File: config.mk
export PLATFORM = sky130hd
export DESIGN_NAME = cmix_top
export DESIGN_NICKNAME = d
export VERILOG_FILES = /design/src/cmix_pkg.sv /design/src/cmix_stream_if.sv /design/src/cmix_top.sv /design/src/cmix_regs.sv /design/src/round_sat.sv /design/src/sample_fifo.sv /design/src/complex_mult.sv /design/src/real_mult.sv
export SDC_FILE = /design/constraint.sdc
export NUM_CORES = 2
export LEC_CHECK = 0
export ABC_AREA = 1
export BUFFER_PORTS_ARGS = -buffer_cell sky130_fd_sc_hd__buf_4
export CAP_MARGIN = 10
export CORE_MARGIN = 1.5
export CORE_UTILIZATION = 40
export CTS_CLUSTER_DIAMETER = 80
export DETAILED_ROUTE_END_ITERATION = 10
export PLACE_DENSITY = 0.56
export SYNTH_ARGS = -nofsm -noshare
export SYNTH_HDL_FRONTEND = slang
export SYNTH_SLANG_ARGS = --single-unit
File: constraint.sdc
create_clock -name clk -period 10.2 [get_ports clk]
set_clock_uncertainty 0.1 [all_clocks]
set_input_delay 1.53 -clock clk [delete_from_list [all_inputs] [get_ports clk]]
set_output_delay 1.53 -clock clk [all_outputs]
set_load 0.05 [all_outputs]
File: src/cmix_pkg.sv
package cmix_pkg;

    // sample and coefficient widths
    localparam int sample_w = 16;
    localparam int coef_w   = 16;
    // full complex product component, one guard bit for the add stage
    localparam int prod_w   = sample_w + coef_w + 1;

    localparam int mult_stages  = 2;
    // input register, multiplier stages, add stage
    localparam int mult_latency = mult_stages + 2;

    localparam int fifo_depth = 16;
    localparam int fifo_ptr_w = $clog2(fifo_depth);

    localparam int shift_w   = 5;
    localparam int sat_cnt_w = 16;

    // axi4-lite register map
    localparam int axi_addr_w = 4;
    localparam int axi_data_w = 32;
    localparam logic [axi_addr_w-1:0] addr_coef   = 4'h0;
    localparam logic [axi_addr_w-1:0] addr_shift  = 4'h4;
    localparam logic [axi_addr_w-1:0] addr_status = 4'h8;

    localparam logic [1:0] resp_okay   = 2'b00;
    localparam logic [1:0] resp_slverr = 2'b10;

    // unity gain in q15, output shift to match
    localparam logic [coef_w-1:0]  coef_re_init = 16'h7fff;
    localparam logic [shift_w-1:0] shift_init   = 5'd15;

endpackage
File: src/cmix_stream_if.sv
`timescale 1ns/1ns

interface cmix_stream_if;

    logic signed [cmix_pkg::prod_w-1:0] re;
    logic signed [cmix_pkg::prod_w-1:0] im;
    logic                               valid;
    logic                               ready;

    modport src (
        output re, im, valid,
        input  ready
    );

    modport dst (
        input  re, im, valid,
        output ready
    );

endinterface

File: src/cmix_top.sv
`timescale 1ns/1ns

module cmix_top (
    input  logic                                  clk,
    input  logic                                  rst,
    input  logic signed [cmix_pkg::sample_w-1:0]  in_re,
    input  logic signed [cmix_pkg::sample_w-1:0]  in_im,
    input  logic                                  in_valid,
    output logic                                  in_ready,
    output logic signed [cmix_pkg::sample_w-1:0]  out_re,
    output logic signed [cmix_pkg::sample_w-1:0]  out_im,
    output logic                                  out_valid,
    input  logic                                  out_ready,
    input  logic [cmix_pkg::axi_addr_w-1:0]       awaddr,
    input  logic                                  awvalid,
    output logic                                  awready,
    input  logic [cmix_pkg::axi_data_w-1:0]       wdata,
    input  logic                                  wvalid,
    output logic                                  wready,
    output logic [1:0]                            bresp,
    output logic                                  bvalid,
    input  logic                                  bready,
    input  logic [cmix_pkg::axi_addr_w-1:0]       araddr,
    input  logic                                  arvalid,
    output logic                                  arready,
    output logic [cmix_pkg::axi_data_w-1:0]       rdata,
    output logic [1:0]                            rresp,
    output logic                                  rvalid,
    input  logic                                  rready
);

    logic signed [cmix_pkg::coef_w-1:0] coef_re;
    logic signed [cmix_pkg::coef_w-1:0] coef_im;
    logic [cmix_pkg::shift_w-1:0]       shift;
    logic [cmix_pkg::sat_cnt_w-1:0]     sat_count;
    logic                               sat_clear;

    cmix_stream_if prod_s ();
    cmix_stream_if fifo_s ();

    cmix_regs u_regs (
        .clk       (clk),
        .rst       (rst),
        .awaddr    (awaddr),
        .awvalid   (awvalid),
        .awready   (awready),
        .wdata     (wdata),
        .wvalid    (wvalid),
        .wready    (wready),
        .bresp     (bresp),
        .bvalid    (bvalid),
        .bready    (bready),
        .araddr    (araddr),
        .arvalid   (arvalid),
        .arready   (arready),
        .rdata     (rdata),
        .rresp     (rresp),
        .rvalid    (rvalid),
        .rready    (rready),
        .coef_re   (coef_re),
        .coef_im   (coef_im),
        .shift     (shift),
        .sat_count (sat_count),
        .sat_clear (sat_clear)
    );

    complex_mult u_mult (
        .clk      (clk),
        .rst      (rst),
        .in_re    (in_re),
        .in_im    (in_im),
        .in_valid (in_valid),
        .in_ready (in_ready),
        .coef_re  (coef_re),
        .coef_im  (coef_im),
        .prod     (prod_s.src)
    );

    // fifo credit is the input ready
    sample_fifo u_fifo (
        .clk       (clk),
        .rst       (rst),
        .wr        (prod_s.dst),
        .rd        (fifo_s.src),
        .credit_ok (in_ready)
    );

    round_sat u_round (
        .clk       (clk),
        .rst       (rst),
        .in        (fifo_s.dst),
        .shift     (shift),
        .out_re    (out_re),
        .out_im    (out_im),
        .out_valid (out_valid),
        .out_ready (out_ready),
        .sat_clear (sat_clear),
        .sat_count (sat_count)
    );

endmodule

File: src/cmix_regs.sv
`timescale 1ns/1ns

module cmix_regs (
    input  logic                                  clk,
    input  logic                                  rst,
    input  logic [cmix_pkg::axi_addr_w-1:0]       awaddr,
    input  logic                                  awvalid,
    output logic                                  awready,
    input  logic [cmix_pkg::axi_data_w-1:0]       wdata,
    input  logic                                  wvalid,
    output logic                                  wready,
    output logic [1:0]                            bresp,
    output logic                                  bvalid,
    input  logic                                  bready,
    input  logic [cmix_pkg::axi_addr_w-1:0]       araddr,
    input  logic                                  arvalid,
    output logic                                  arready,
    output logic [cmix_pkg::axi_data_w-1:0]       rdata,
    output logic [1:0]                            rresp,
    output logic                                  rvalid,
    input  logic                                  rready,
    output logic signed [cmix_pkg::coef_w-1:0]    coef_re,
    output logic signed [cmix_pkg::coef_w-1:0]    coef_im,
    output logic [cmix_pkg::shift_w-1:0]          shift,
    input  logic [cmix_pkg::sat_cnt_w-1:0]        sat_count,
    output logic                                  sat_clear
);

    logic wr_fire;
    logic rd_fire;

    function automatic logic addr_ok(input logic [cmix_pkg::axi_addr_w-1:0] addr);
        return addr == cmix_pkg::addr_coef || addr == cmix_pkg::addr_shift ||
               addr == cmix_pkg::addr_status;
    endfunction

    // aw and w taken together, one write outstanding
    assign wr_fire = awvalid && wvalid && !bvalid;
    assign awready = wr_fire;
    assign wready  = wr_fire;

    assign arready = !rvalid;
    assign rd_fire = arvalid && arready;

    always_ff @(posedge clk) begin
        if (rst) begin
            coef_re   <= cmix_pkg::coef_re_init;
            coef_im   <= '0;
            shift     <= cmix_pkg::shift_init;
            sat_clear <= 1'b0;
            bvalid    <= 1'b0;
            bresp     <= cmix_pkg::resp_okay;
        end else begin
            sat_clear <= wr_fire && awaddr == cmix_pkg::addr_status;
            if (wr_fire) begin
                bvalid <= 1'b1;
                bresp  <= addr_ok(awaddr) ? cmix_pkg::resp_okay : cmix_pkg::resp_slverr;
                if (awaddr == cmix_pkg::addr_coef) begin
                    coef_re <= wdata[cmix_pkg::coef_w-1:0];
                    coef_im <= wdata[2*cmix_pkg::coef_w-1:cmix_pkg::coef_w];
                end
                if (awaddr == cmix_pkg::addr_shift) begin
                    shift <= wdata[cmix_pkg::shift_w-1:0];
                end
            end else if (bready) begin
                bvalid <= 1'b0;
            end
        end
    end

    always_ff @(posedge clk) begin
        if (rst) begin
            rvalid <= 1'b0;
            rdata  <= '0;
            rresp  <= cmix_pkg::resp_okay;
        end else if (rd_fire) begin
            rvalid <= 1'b1;
            rresp  <= addr_ok(araddr) ? cmix_pkg::resp_okay : cmix_pkg::resp_slverr;
            case (araddr)
                cmix_pkg::addr_coef:   rdata <= {coef_im, coef_re};
                cmix_pkg::addr_shift:  rdata <= {{(cmix_pkg::axi_data_w-cmix_pkg::shift_w){1'b0}},
                                                 shift};
                cmix_pkg::addr_status: rdata <= {{(cmix_pkg::axi_data_w-cmix_pkg::sat_cnt_w){1'b0}},
                                                 sat_count};
                default:               rdata <= '0;
            endcase
        end else if (rready) begin
            rvalid <= 1'b0;
        end
    end

    a_b_hold: assert property (@(posedge clk) disable iff (rst) bvalid && !bready |=> bvalid);

endmodule

File: src/round_sat.sv
`timescale 1ns/1ns

module round_sat (
    input  logic                                  clk,
    input  logic                                  rst,
    cmix_stream_if.dst                            in,
    input  logic [cmix_pkg::shift_w-1:0]          shift,
    output logic signed [cmix_pkg::sample_w-1:0]  out_re,
    output logic signed [cmix_pkg::sample_w-1:0]  out_im,
    output logic                                  out_valid,
    input  logic                                  out_ready,
    input  logic                                  sat_clear,
    output logic [cmix_pkg::sat_cnt_w-1:0]        sat_count
);

    logic signed [cmix_pkg::prod_w:0] sh_re;
    logic signed [cmix_pkg::prod_w:0] sh_im;
    logic                             clip_re;
    logic                             clip_im;
    logic                             take;

    // add half an lsb of the result, then arithmetic shift
    function automatic logic signed [cmix_pkg::prod_w:0] round_shift(
        input logic signed [cmix_pkg::prod_w-1:0] x,
        input logic [cmix_pkg::shift_w-1:0]       sh
    );
        logic signed [cmix_pkg::prod_w:0] half;
        logic signed [cmix_pkg::prod_w:0] sum;
        half = (sh == '0) ? '0 : ({{cmix_pkg::prod_w{1'b0}}, 1'b1} << (sh - 1'b1));
        sum  = x + half;
        return sum >>> sh;
    endfunction

    // fits only if all bits above the output sign agree with it
    function automatic logic clips(input logic signed [cmix_pkg::prod_w:0] v);
        return !(&v[cmix_pkg::prod_w:cmix_pkg::sample_w-1] ||
                 ~|v[cmix_pkg::prod_w:cmix_pkg::sample_w-1]);
    endfunction

    function automatic logic signed [cmix_pkg::sample_w-1:0] clamp(
        input logic signed [cmix_pkg::prod_w:0] v
    );
        if (!clips(v)) begin
            return v[cmix_pkg::sample_w-1:0];
        end
        return v[cmix_pkg::prod_w] ? {1'b1, {(cmix_pkg::sample_w-1){1'b0}}}
                                   : {1'b0, {(cmix_pkg::sample_w-1){1'b1}}};
    endfunction

    assign sh_re   = round_shift(in.re, shift);
    assign sh_im   = round_shift(in.im, shift);
    assign clip_re = clips(sh_re);
    assign clip_im = clips(sh_im);

    // output register empty or being drained
    assign in.ready = !out_valid || out_ready;
    assign take     = in.valid && in.ready;

    always_ff @(posedge clk) begin
        if (take) begin
            out_re <= clamp(sh_re);
            out_im <= clamp(sh_im);
        end
    end

    always_ff @(posedge clk) begin
        if (rst) begin
            out_valid <= 1'b0;
            sat_count <= '0;
        end else begin
            if (take) begin
                out_valid <= 1'b1;
            end else if (out_ready) begin
                out_valid <= 1'b0;
            end
            // clear wins over a same-cycle clip, count sticks at max
            if (sat_clear) begin
                sat_count <= '0;
            end else if (take && (clip_re || clip_im) && sat_count != '1) begin
                sat_count <= sat_count + 1'b1;
            end
        end
    end

endmodule

File: src/sample_fifo.sv
`timescale 1ns/1ns

module sample_fifo (
    input  logic        clk,
    input  logic        rst,
    cmix_stream_if.dst  wr,
    cmix_stream_if.src  rd,
    output logic        credit_ok
);

    logic signed [cmix_pkg::prod_w-1:0] mem_re [cmix_pkg::fifo_depth];
    logic signed [cmix_pkg::prod_w-1:0] mem_im [cmix_pkg::fifo_depth];
    logic [cmix_pkg::fifo_ptr_w-1:0]    wr_ptr;
    logic [cmix_pkg::fifo_ptr_w-1:0]    rd_ptr;
    logic [cmix_pkg::fifo_ptr_w:0]      count;
    logic                               full;
    logic                               push;
    logic                               pop;

    assign full     = (count == cmix_pkg::fifo_depth);
    assign wr.ready = !full;
    // producer cannot stall, push on every valid
    assign push     = wr.valid;
    assign pop      = rd.valid && rd.ready;

    // leave room for everything still in the multiplier pipe
    assign credit_ok = (count <= cmix_pkg::fifo_depth - cmix_pkg::mult_latency - 1);

    always_ff @(posedge clk) begin
        if (push) begin
            mem_re[wr_ptr] <= wr.re;
            mem_im[wr_ptr] <= wr.im;
        end
    end

    always_ff @(posedge clk) begin
        if (rst) begin
            wr_ptr <= '0;
            rd_ptr <= '0;
            count  <= '0;
        end else begin
            if (push) begin
                wr_ptr <= wr_ptr + 1'b1;
            end
            if (pop) begin
                rd_ptr <= rd_ptr + 1'b1;
            end
            case ({push, pop})
                2'b10:   count <= count + 1'b1;
                2'b01:   count <= count - 1'b1;
                default: count <= count;
            endcase
        end
    end

    assign rd.valid = (count != '0);
    assign rd.re    = mem_re[rd_ptr];
    assign rd.im    = mem_im[rd_ptr];

    a_no_overflow: assert property (@(posedge clk) disable iff (rst) !(wr.valid && full));

endmodule

File: src/complex_mult.sv
`timescale 1ns/1ns

module complex_mult (
    input  logic                                  clk,
    input  logic                                  rst,
    input  logic signed [cmix_pkg::sample_w-1:0]  in_re,
    input  logic signed [cmix_pkg::sample_w-1:0]  in_im,
    input  logic                                  in_valid,
    input  logic                                  in_ready,
    input  logic signed [cmix_pkg::coef_w-1:0]    coef_re,
    input  logic signed [cmix_pkg::coef_w-1:0]    coef_im,
    cmix_stream_if.src                            prod
);

    logic                                 in_fire;
    logic                                 x_vld;
    logic signed [cmix_pkg::sample_w-1:0] x_re_q;
    logic signed [cmix_pkg::sample_w-1:0] x_im_q;
    logic signed [cmix_pkg::coef_w-1:0]   c_re_q;
    logic signed [cmix_pkg::coef_w-1:0]   c_im_q;

    logic signed [cmix_pkg::coef_w-1:0]                     mul_a [4];
    logic signed [cmix_pkg::sample_w-1:0]                   mul_b [4];
    logic signed [cmix_pkg::coef_w+cmix_pkg::sample_w-1:0]  mul_p [4];
    logic [3:0]                                             mul_vld;

    assign in_fire = in_valid && in_ready;

    // coefficient captured with the sample so a register write never splits a product
    always_ff @(posedge clk) begin
        if (in_fire) begin
            x_re_q <= in_re;
            x_im_q <= in_im;
            c_re_q <= coef_re;
            c_im_q <= coef_im;
        end
    end

    always_ff @(posedge clk) begin
        if (rst) begin
            x_vld <= 1'b0;
        end else begin
            x_vld <= in_fire;
        end
    end

    // products in order rr, ri, ir, ii
    assign mul_a[0] = c_re_q;
    assign mul_b[0] = x_re_q;
    assign mul_a[1] = c_im_q;
    assign mul_b[1] = x_re_q;
    assign mul_a[2] = c_re_q;
    assign mul_b[2] = x_im_q;
    assign mul_a[3] = c_im_q;
    assign mul_b[3] = x_im_q;

    for (genvar i = 0; i < 4; i++) begin : g_mult
        real_mult u_mult (
            .clk       (clk),
            .rst       (rst),
            .a         (mul_a[i]),
            .b         (mul_b[i]),
            .in_valid  (x_vld),
            .p         (mul_p[i]),
            .out_valid (mul_vld[i])
        );
    end

    // re = rr - ii, im = ri + ir
    always_ff @(posedge clk) begin
        if (mul_vld[0]) begin
            prod.re <= mul_p[0] - mul_p[3];
            prod.im <= mul_p[1] + mul_p[2];
        end
    end

    always_ff @(posedge clk) begin
        if (rst) begin
            prod.valid <= 1'b0;
        end else begin
            prod.valid <= mul_vld[0];
        end
    end

    a_mult_lockstep: assert property (@(posedge clk) disable iff (rst)
        mul_vld == 4'b0000 || mul_vld == 4'b1111);

endmodule

File: src/real_mult.sv
`timescale 1ns/1ns

module real_mult (
    input  logic                                                   clk,
    input  logic                                                   rst,
    input  logic signed [cmix_pkg::coef_w-1:0]                     a,
    input  logic signed [cmix_pkg::sample_w-1:0]                   b,
    input  logic                                                   in_valid,
    output logic signed [cmix_pkg::coef_w+cmix_pkg::sample_w-1:0]  p,
    output logic                                                   out_valid
);

    logic signed [cmix_pkg::coef_w-1:0]   a_q;
    logic signed [cmix_pkg::sample_w-1:0] b_q;
    logic [cmix_pkg::mult_stages-1:0]     vld_pipe;

    // operand regs then product reg, fits the dsp slice pipeline
    always_ff @(posedge clk) begin
        a_q <= a;
        b_q <= b;
        p   <= a_q * b_q;
    end

    always_ff @(posedge clk) begin
        if (rst) begin
            vld_pipe <= '0;
        end else begin
            vld_pipe <= {vld_pipe[cmix_pkg::mult_stages-2:0], in_valid};
        end
    end

    assign out_valid = vld_pipe[cmix_pkg::mult_stages-1];

    a_valid_known: assert property (@(posedge clk) disable iff (rst) !$isunknown(out_valid));

endmodule

### Yosys cells after proc, flatten, opt, wreduce, memory -nomap -nowiden

Memory sizes are Yosys's and may differ from the RTL's. A register that Yosys moved wholly into a read port is not among the register bits.
Cells that the tools add are included.

| operators by class | value |
|---|---|
| $add $sub $neg | 10 |
| multipliers | 4 |
| div/mod/pow operators | 0 |
| order comparisons | 1 |
| equal/unequal tests | 7 |
| shift-type cells | 3 |
| muxes and demuxes | 27 |
| bitwise gates (word level) | 0 |
| reductions and logical operators | 38 |

Operators by type and width:

| kind | number |
|---|---|
| 16-bit by 16-bit multiplier with 32-bit output | 4 |
| 16-bit two-way mux | 6 |
| 32-bit one-hot mux with 3 select lines | 1 |
| 33-bit by 34-bit adder with 34-bit output | 2 |
| 34-bit by 5-bit >>> shifter with 34-bit output | 2 |
| 19-bit AND reduction | 2 |
| 19-bit OR reduction | 2 |
| 34-bit two-way mux | 1 |
| 1-bit by 5-bit << shifter with 34-bit output (first input constant) | 1 |
| 32-bit by 32-bit adder with 33-bit output | 1 |
| 32-bit by 32-bit subtractor with 33-bit output | 1 |
| 16-bit by 1-bit adder with 16-bit output (second input constant) | 1 |
| 4-bit two-way mux | 4 |
| 16-bit inequality test (second input constant) | 1 |
| 1-bit two-way mux | 12 |
| 5-bit one-hot mux with 2 select lines | 1 |
| 5-bit by 1-bit subtractor with 5-bit output (second input constant) | 2 |
| 4-bit by 1-bit adder with 4-bit output (second input constant) | 2 |
| 4-bit by 3-bit equality test with 1-bit output (second input constant) | 2 |
| 4-bit equality test (second input constant) | 2 |
| 1-bit logical AND | 8 |
| 4-bit logical NOT | 2 |
| 1-bit logical OR | 8 |
| 2-bit nonzero test | 4 |
| 10 further kinds | 18 |

| word-level totals | value |
|---|---|
| flip-flop bits (word level) | 464 |
| bits in latches | 0 |
| RAM bits | 1056 |
| memory bits (read-only) | 0 |
| bits of input ports | 81 |
| output and inout bits | 75 |
| word-level logic and storage cells | 125 |
| memories | 2 |

Memory list:

| memory | depth | bits a word | rd ports | clocked after memory_dff | wr ports | RTL line | text |
|---|---|---|---|---|---|---|---|
| u_fifo.mem_im | 16 | 33 | 1 | 1 | 1 | sample_fifo.sv:12 | `logic signed [cmix_pkg::prod_w-1:0] mem_im [cmix_pkg::fifo_depth];` |
| u_fifo.mem_re | 16 | 33 | 1 | 1 | 1 | sample_fifo.sv:11 | `logic signed [cmix_pkg::prod_w-1:0] mem_re [cmix_pkg::fifo_depth];` |

### Longest topological paths before layout

| depth | value |
|---|---|
| depth in word-level cells | 12 |
| gate-level depth with buffers | 45 |
| mapped depth without buffers | 39 |

### Modules after synthesis

From an unflattened synthesis, not the netlist that was laid out.

| unflattened totals | value |
|---|---|
| cells, all modules | 13432 |
| area total of the unflattened synthesis | 116042.5 um2 |

Modules (own cells, without submodules):

| module | times used | cells each | area each (um2) | seq. area each (um2) |
|---|---|---|---|---|
| sample_fifo | 1 | 3460 | 43493.0 | 32050.7 |
| real_mult at u_mult.g_mult[0].u_mult | 1 | 1587 | 12330.6 | 1321.3 |
| real_mult at u_mult.g_mult[1].u_mult | 1 | 1542 | 12191.7 | 1321.3 |
| real_mult at u_mult.g_mult[2].u_mult | 1 | 1537 | 12176.7 | 1321.3 |
| real_mult at u_mult.g_mult[3].u_mult | 1 | 1542 | 12145.4 | 1321.3 |
| round_sat | 1 | 2160 | 11559.8 | 1301.2 |
| complex_mult | 1 | 1219 | 8966.1 | 3943.8 |
| cmix_regs | 1 | 385 | 3179.3 | 1481.4 |

### Least setup slack after synthesis

No wires, ideal clock.

| timing | value |
|---|---|
| path type | reg2reg |
| start | reg u_mult.g_mult[0].u_mult.b_q[1] (netlist bit) |
| end | reg u_mult.g_mult[0].u_mult.p[30] (netlist bit) |
| setup time | 0.121 ns |
| arrival time | 6.095 ns |
| required time | 9.979 ns |
| slack | 3.884 ns |
| stages on the path, launching flop included | 29 |
| path buffers | 1 |
| period minus slack after synthesis | 6.316 ns |
| path through | dfxtp_1 -> clkbuf_1 -> nand2_1 -> fa_1 -> inv_1 -> fa_1 -> inv_1 -> fa_1 -> fa_1 -> inv_1 -> fa_1 -> inv_1 -> fa_1 -> inv_1 -> ha_1 -> nand2_1 -> o21ai_0 -> nand3_1 -> nand2_1 -> a21oi_1 -> nor3_1 -> nor2_1 -> o21ai_0 -> a21oi_1 -> o21ai_0 -> a21oi_1 -> nor2_1 -> nor2_1 -> xor2_1 |

| between the ends | value |
|---|---|
| longest elaborated chain between the ends | 1 |

RTL lines:

| item | RTL line | text |
|---|---|---|
| start: declaration | real_mult.sv:14 | `logic signed [cmix_pkg::sample_w-1:0] b_q;` |
| start signal: assignment | real_mult.sv:20 | `b_q <= b;` |
| 16-bit by 16-bit multiplier with 32-bit output | real_mult.sv:21 | `p <= a_q * b_q;` |
| end signal: assignment | real_mult.sv:21 |  |
| end: declaration | real_mult.sv:9 | `output logic signed [cmix_pkg::coef_w+cmix_pkg::sample_w-1:0] p,` |

Every way passes these cells.
A chain may end at the register's enable or synchronous reset.

### Worst setup path in the final report

| timing | value |
|---|---|
| start | reg u_mult.g_mult[0].u_mult.a_q[13] (netlist bit) |
| end | reg u_mult.g_mult[0].u_mult.p[31] (netlist bit) |

| between the ends | value |
|---|---|
| longest elaborated chain between the ends | 1 |

RTL lines:

| item | RTL line | text |
|---|---|---|
| start: declaration | real_mult.sv:13 | `logic signed [cmix_pkg::coef_w-1:0] a_q;` |
| start signal: assignment | real_mult.sv:19 | `a_q <= a;` |
| 16-bit by 16-bit multiplier with 32-bit output | real_mult.sv:21 |  |

Every way passes these cells.

==> key figures <==
Run status
  • Status: complete, no violations

Die
  • Core Area: 0.263 sq mm
  • Top Ports: 156
  • Die area: 0.268 sq mm
  • Die Y: 518 um
  • Die W: 518 um
  • Placement Rows: 188
  • Initial Utilization: 0.403

Worst hold path
  • Class of the most critical hold timing path: reg2reg
  • Worst hold path startpoint: u_mult.x_re_q[3]$_DFFE_PP_
  • Hold endpoint: u_mult.g_mult[0].u_mult.b_q[3]$_DFF_P_
  • Hold Path Depth: 0

Logic synthesis
  • Count of cell types in the netlist: 62
  • Syn Area/Cell: 9.33 sq um
  • Post-synth top area share: 0.345
  • Top cells by area, synth: edfxtp_1, fa_1, nand2_1
  • Area leader, netlist: edfxtp_1
  • Syn Inst Count: 11400
  • Synth Cell Area: 0.106 sq mm
  • Sequential share of the synthesized area: 0.402
  • Synth Warn #: 0
  • #FFs+latches synth: 1522
  • Synth async-reset ratio: 0
  • Top FF cell, synth: edfxtp_1
  • Post-synth EDFFs: 1218

Setup path
  • Worst R2R Start: u_mult.g_mult[0].u_mult.a_q[13]$_DFF_P_
  • R2r worst-path depth: 30
  • Slowest cell on the critical path: dfxtp_1
  • Critical path launch point type: register
  • Critical Path Max Stage Delay: 0.67 ns
  • Crit Reg-Reg Endpoint: u_mult.g_mult[0].u_mult.p[31]$_DFF_P_
  • Most Frequent Cell on Critical Path: fa_1
  • CP arrival: 8.13 ns
  • Setup slack, reg-to-reg: 2.66 ns
  • CP endpoint kind: register
  • CP max FO: 20
  • CP Class: reg2reg
  • Crit path required time: 10.78 ns

STA
  • Fin crit share: 0.740
  • Unrepaired setup endpoints after global routing: false
  • Max-slew violations: 0
  • TNS Setup: 0 ns
  • Endpoints failing hold: 0
  • Minimum clock period: 7.54 ns
  • Fmax: 133 MHz
  • Max-slew headroom: 0.225
  • Worst Tran Pin Value: 1.15 ns
  • # setup viols final: 0

Drt
  • Total Routed Length: 323 mm
  • Via count: 78000
  • DRT Pass-1 Iters: 6
  • # DRC: 0
  • Starting DRT DRC Count: 6414
  • Final ANT Viol Nets: 0
  • Vias per cell: 5.18
  • DR WL/cell: 21.5 um

Finish
  • Final net count: 12900
  • Final core occ: 0.443
  • Area growth, synth to finish: 9.85%
  • Layout Cells excl Fill: 15000
  • Share of layout cells above drive strength 1: 0.0605
  • Fill count: 25400

GRT
  • Tot GR Track Use: 0.241
  • Largest net degree at the start of global routing: 242
  • Vias in the first global route: 80100
  • GRT overflow: 0
  • Initial antenna violation count: 25
  • First-pass GRT wire length: 493 mm

Clocking
  • Num Clock Sinks: 1522
  • H-tree levels: 4
  • TritonCTS clock tree: yes
  • Worst-Skew Late Latency: 0.84 ns
  • CTS Buf Count: 170
  • Bufs on Longest Clock Path: 3
  • CTS Root Cell: clkbuf_16
  • Post-CTS Setup Inserts: 0
  • Worst-path clk slew: 0.06 ns
  • Post_cts resized: 0
  • Hold buffer count at CTS: 0

Placed design
  • Final HPWL DP: 230 mm
  • Placer Congestion: 0.950
  • Post-placement cell count: 14700
  • PortBufs: 153

Flow run
  • Max-Cap Viols: 0
==> placed cells by master (no fill, tap or decap), types with 12 or more instances in the layout <==
| master | synthesis | final |
|---|---|---|
| clkinv_1 | 6 | 25 |
| xnor2_1 | 79 | 79 |
| a31oi_1 | 18 | 18 |
| ha_1 | 438 | 438 |
| inv_2 | 27 | 32 |
| edfxtp_1 | 1218 | 1218 |
| inv_1 | 2061 | 2056 |
| buf_4 | 14 | 305 |
| xor2_1 | 168 | 168 |
| clkbuf_16 | 0 | 176 |
| o22ai_1 | 26 | 26 |
| fa_1 | 1053 | 1053 |
| nand2_2 | 21 | 21 |
| clkbuf_1 | 351 | 38 |
| nand3_1 | 888 | 888 |
| diode_2 | 0 | 60 |
| nor2_2 | 12 | 13 |
| nor3_1 | 33 | 33 |
| a21oi_1 | 447 | 447 |
| o211ai_1 | 43 | 43 |
| nand2_1 | 2885 | 2885 |
| nor2_1 | 429 | 412 |
| nor2_4 | 2 | 18 |
| a311o_1 | 12 | 12 |
| o31ai_1 | 24 | 23 |
| clkinv_2 | 0 | 28 |
| o221ai_1 | 60 | 60 |
| dfxtp_1 | 304 | 295 |
| nand4_1 | 42 | 42 |
| o21ai_0 | 367 | 367 |
| a221oi_1 | 59 | 59 |
==> metrics by stage <==
step / cell area (sq um) / hold slack, ns / setup slack, ns
after global placement: 111000 / 0.224 / 2.72
after detailed placement: 111000 / 0.227 / 2.68
after global routing: 116000 / 0.243 / 2.20
final: 116000 / 0.233 / 2.66
after floorplan: 106000 / 0.223 / 3.88
after CTS: 116000 / 0.238 / 2.66
==> worst max-delay path, delay by kind of cell (launching register included) <==
family | cells | cell delay [ns]
AO/OA/AOI/OAI | 4 | 1.20
XOR/XNOR | 1 | 0.14
adder cells (fa/ha/maj) | 7 | 3.41
buffers and inverters | 6 | 0.67
flip-flops | 1 | 0.67
AND/OR/NAND/NOR | 12 | 1.20
==> area by class of cell <==
type                       count  area, sq um  area share
tap                         3515         4400      0.0378
clock inverter                89          896     0.00769
antenna                       60          150     0.00129
timing repair buffer         311         2420      0.0208
multi-input combinational   7224        53300       0.458
clock buffer                 224         4660      0.0400
inverter                    2096         7900      0.0678
sequential                  1522        42700       0.367
==> how the worst max path moves through the flow <==
stage,cells past startpoint,end,from,slack [ns]
global route,32,u_mult.g_mult[0].u_mult.p[31]$_DFF_P_,u_mult.g_mult[0].u_mult.b_q[4]$_DFF_P_,2.20
floorplan,28,u_mult.g_mult[0].u_mult.p[30]$_DFF_P_,u_mult.g_mult[0].u_mult.b_q[1]$_DFF_P_,3.88
global placement,32,u_mult.g_mult[0].u_mult.p[31]$_DFF_P_,u_mult.g_mult[0].u_mult.b_q[4]$_DFF_P_,2.72
detailed placement,30,u_mult.g_mult[0].u_mult.p[31]$_DFF_P_,u_mult.g_mult[0].u_mult.a_q[13]$_DFF_P_,2.68
CTS,30,u_mult.g_mult[0].u_mult.p[31]$_DFF_P_,u_mult.g_mult[0].u_mult.a_q[13]$_DFF_P_,2.66
finish,30,u_mult.g_mult[0].u_mult.p[31]$_DFF_P_,u_mult.g_mult[0].u_mult.a_q[13]$_DFF_P_,2.66
==> synthesized netlist by cell type (12+ instances only) <==
cell and instances:
a21oi_1 447, a221oi_1 59, a311o_1 12, a31oi_1 18
buf_1 63, buf_2 78, buf_4 14, buf_6 17
clkbuf_1 351, dfxtp_1 304, edfxtp_1 1218, fa_1 1053
ha_1 438, inv_1 2061, inv_2 27, nand2_1 2885
nand2_2 21, nand3_1 888, nand4_1 42, nor2_1 429
nor2_2 12, nor3_1 33, o211ai_1 43, o21ai_0 367
o221ai_1 60, o22ai_1 26, o31ai_1 24, xnor2_1 79
xor2_1 168
==> kinds of logic after synthesis <==
group                      share of synthesized area
DFF                                            0.402
and+or+nand+nor                                0.169
xor gates and xnor gates                      0.0204
adders and majority gates                      0.251
other                                      0.0000354
buffers and inverters                         0.0957
muxes                                       0.000661
AOI/OAI and AO/OA                             0.0613
==> per-layer routing <==
layer,vias to the layer above,global-route usage,routed length [um]
li1,36000,-,-
met1,39000,0.312,135000
met2,2401,0.404,155000
met3,526,0.0309,18100
met4,6,0.109,15700
met5,-,0,29
==> state kept, by name, indices dropped and copies added (netlist names), 16 cells and up, named ones only <==
| register | count |
|---|---|
| u_fifo.mem_im | 528 |
| u_mult.prod.re | 33 |
| u_mult.x_im_q | 16 |
| u_regs.coef_im | 16 |
| u_mult.g_mult.u_mult.p | 128 |
| u_regs.rdata | 32 |
| u_mult.c_im_q | 16 |
| u_mult.x_re_q | 16 |
| u_mult.prod.im | 33 |
| u_mult.c_re_q | 16 |
| u_regs.coef_re | 16 |
| u_round.sat_count | 16 |
| u_fifo.mem_re | 528 |
| u_mult.g_mult.u_mult.b_q | 32 |
| u_round.out_im | 16 |
| u_round.out_re | 16 |
| u_mult.g_mult.u_mult.a_q | 32 |
Power is left out: the tool's default activity adds up to more than one toggle a clock period on the data nets, which glitch-free logic cannot reach.
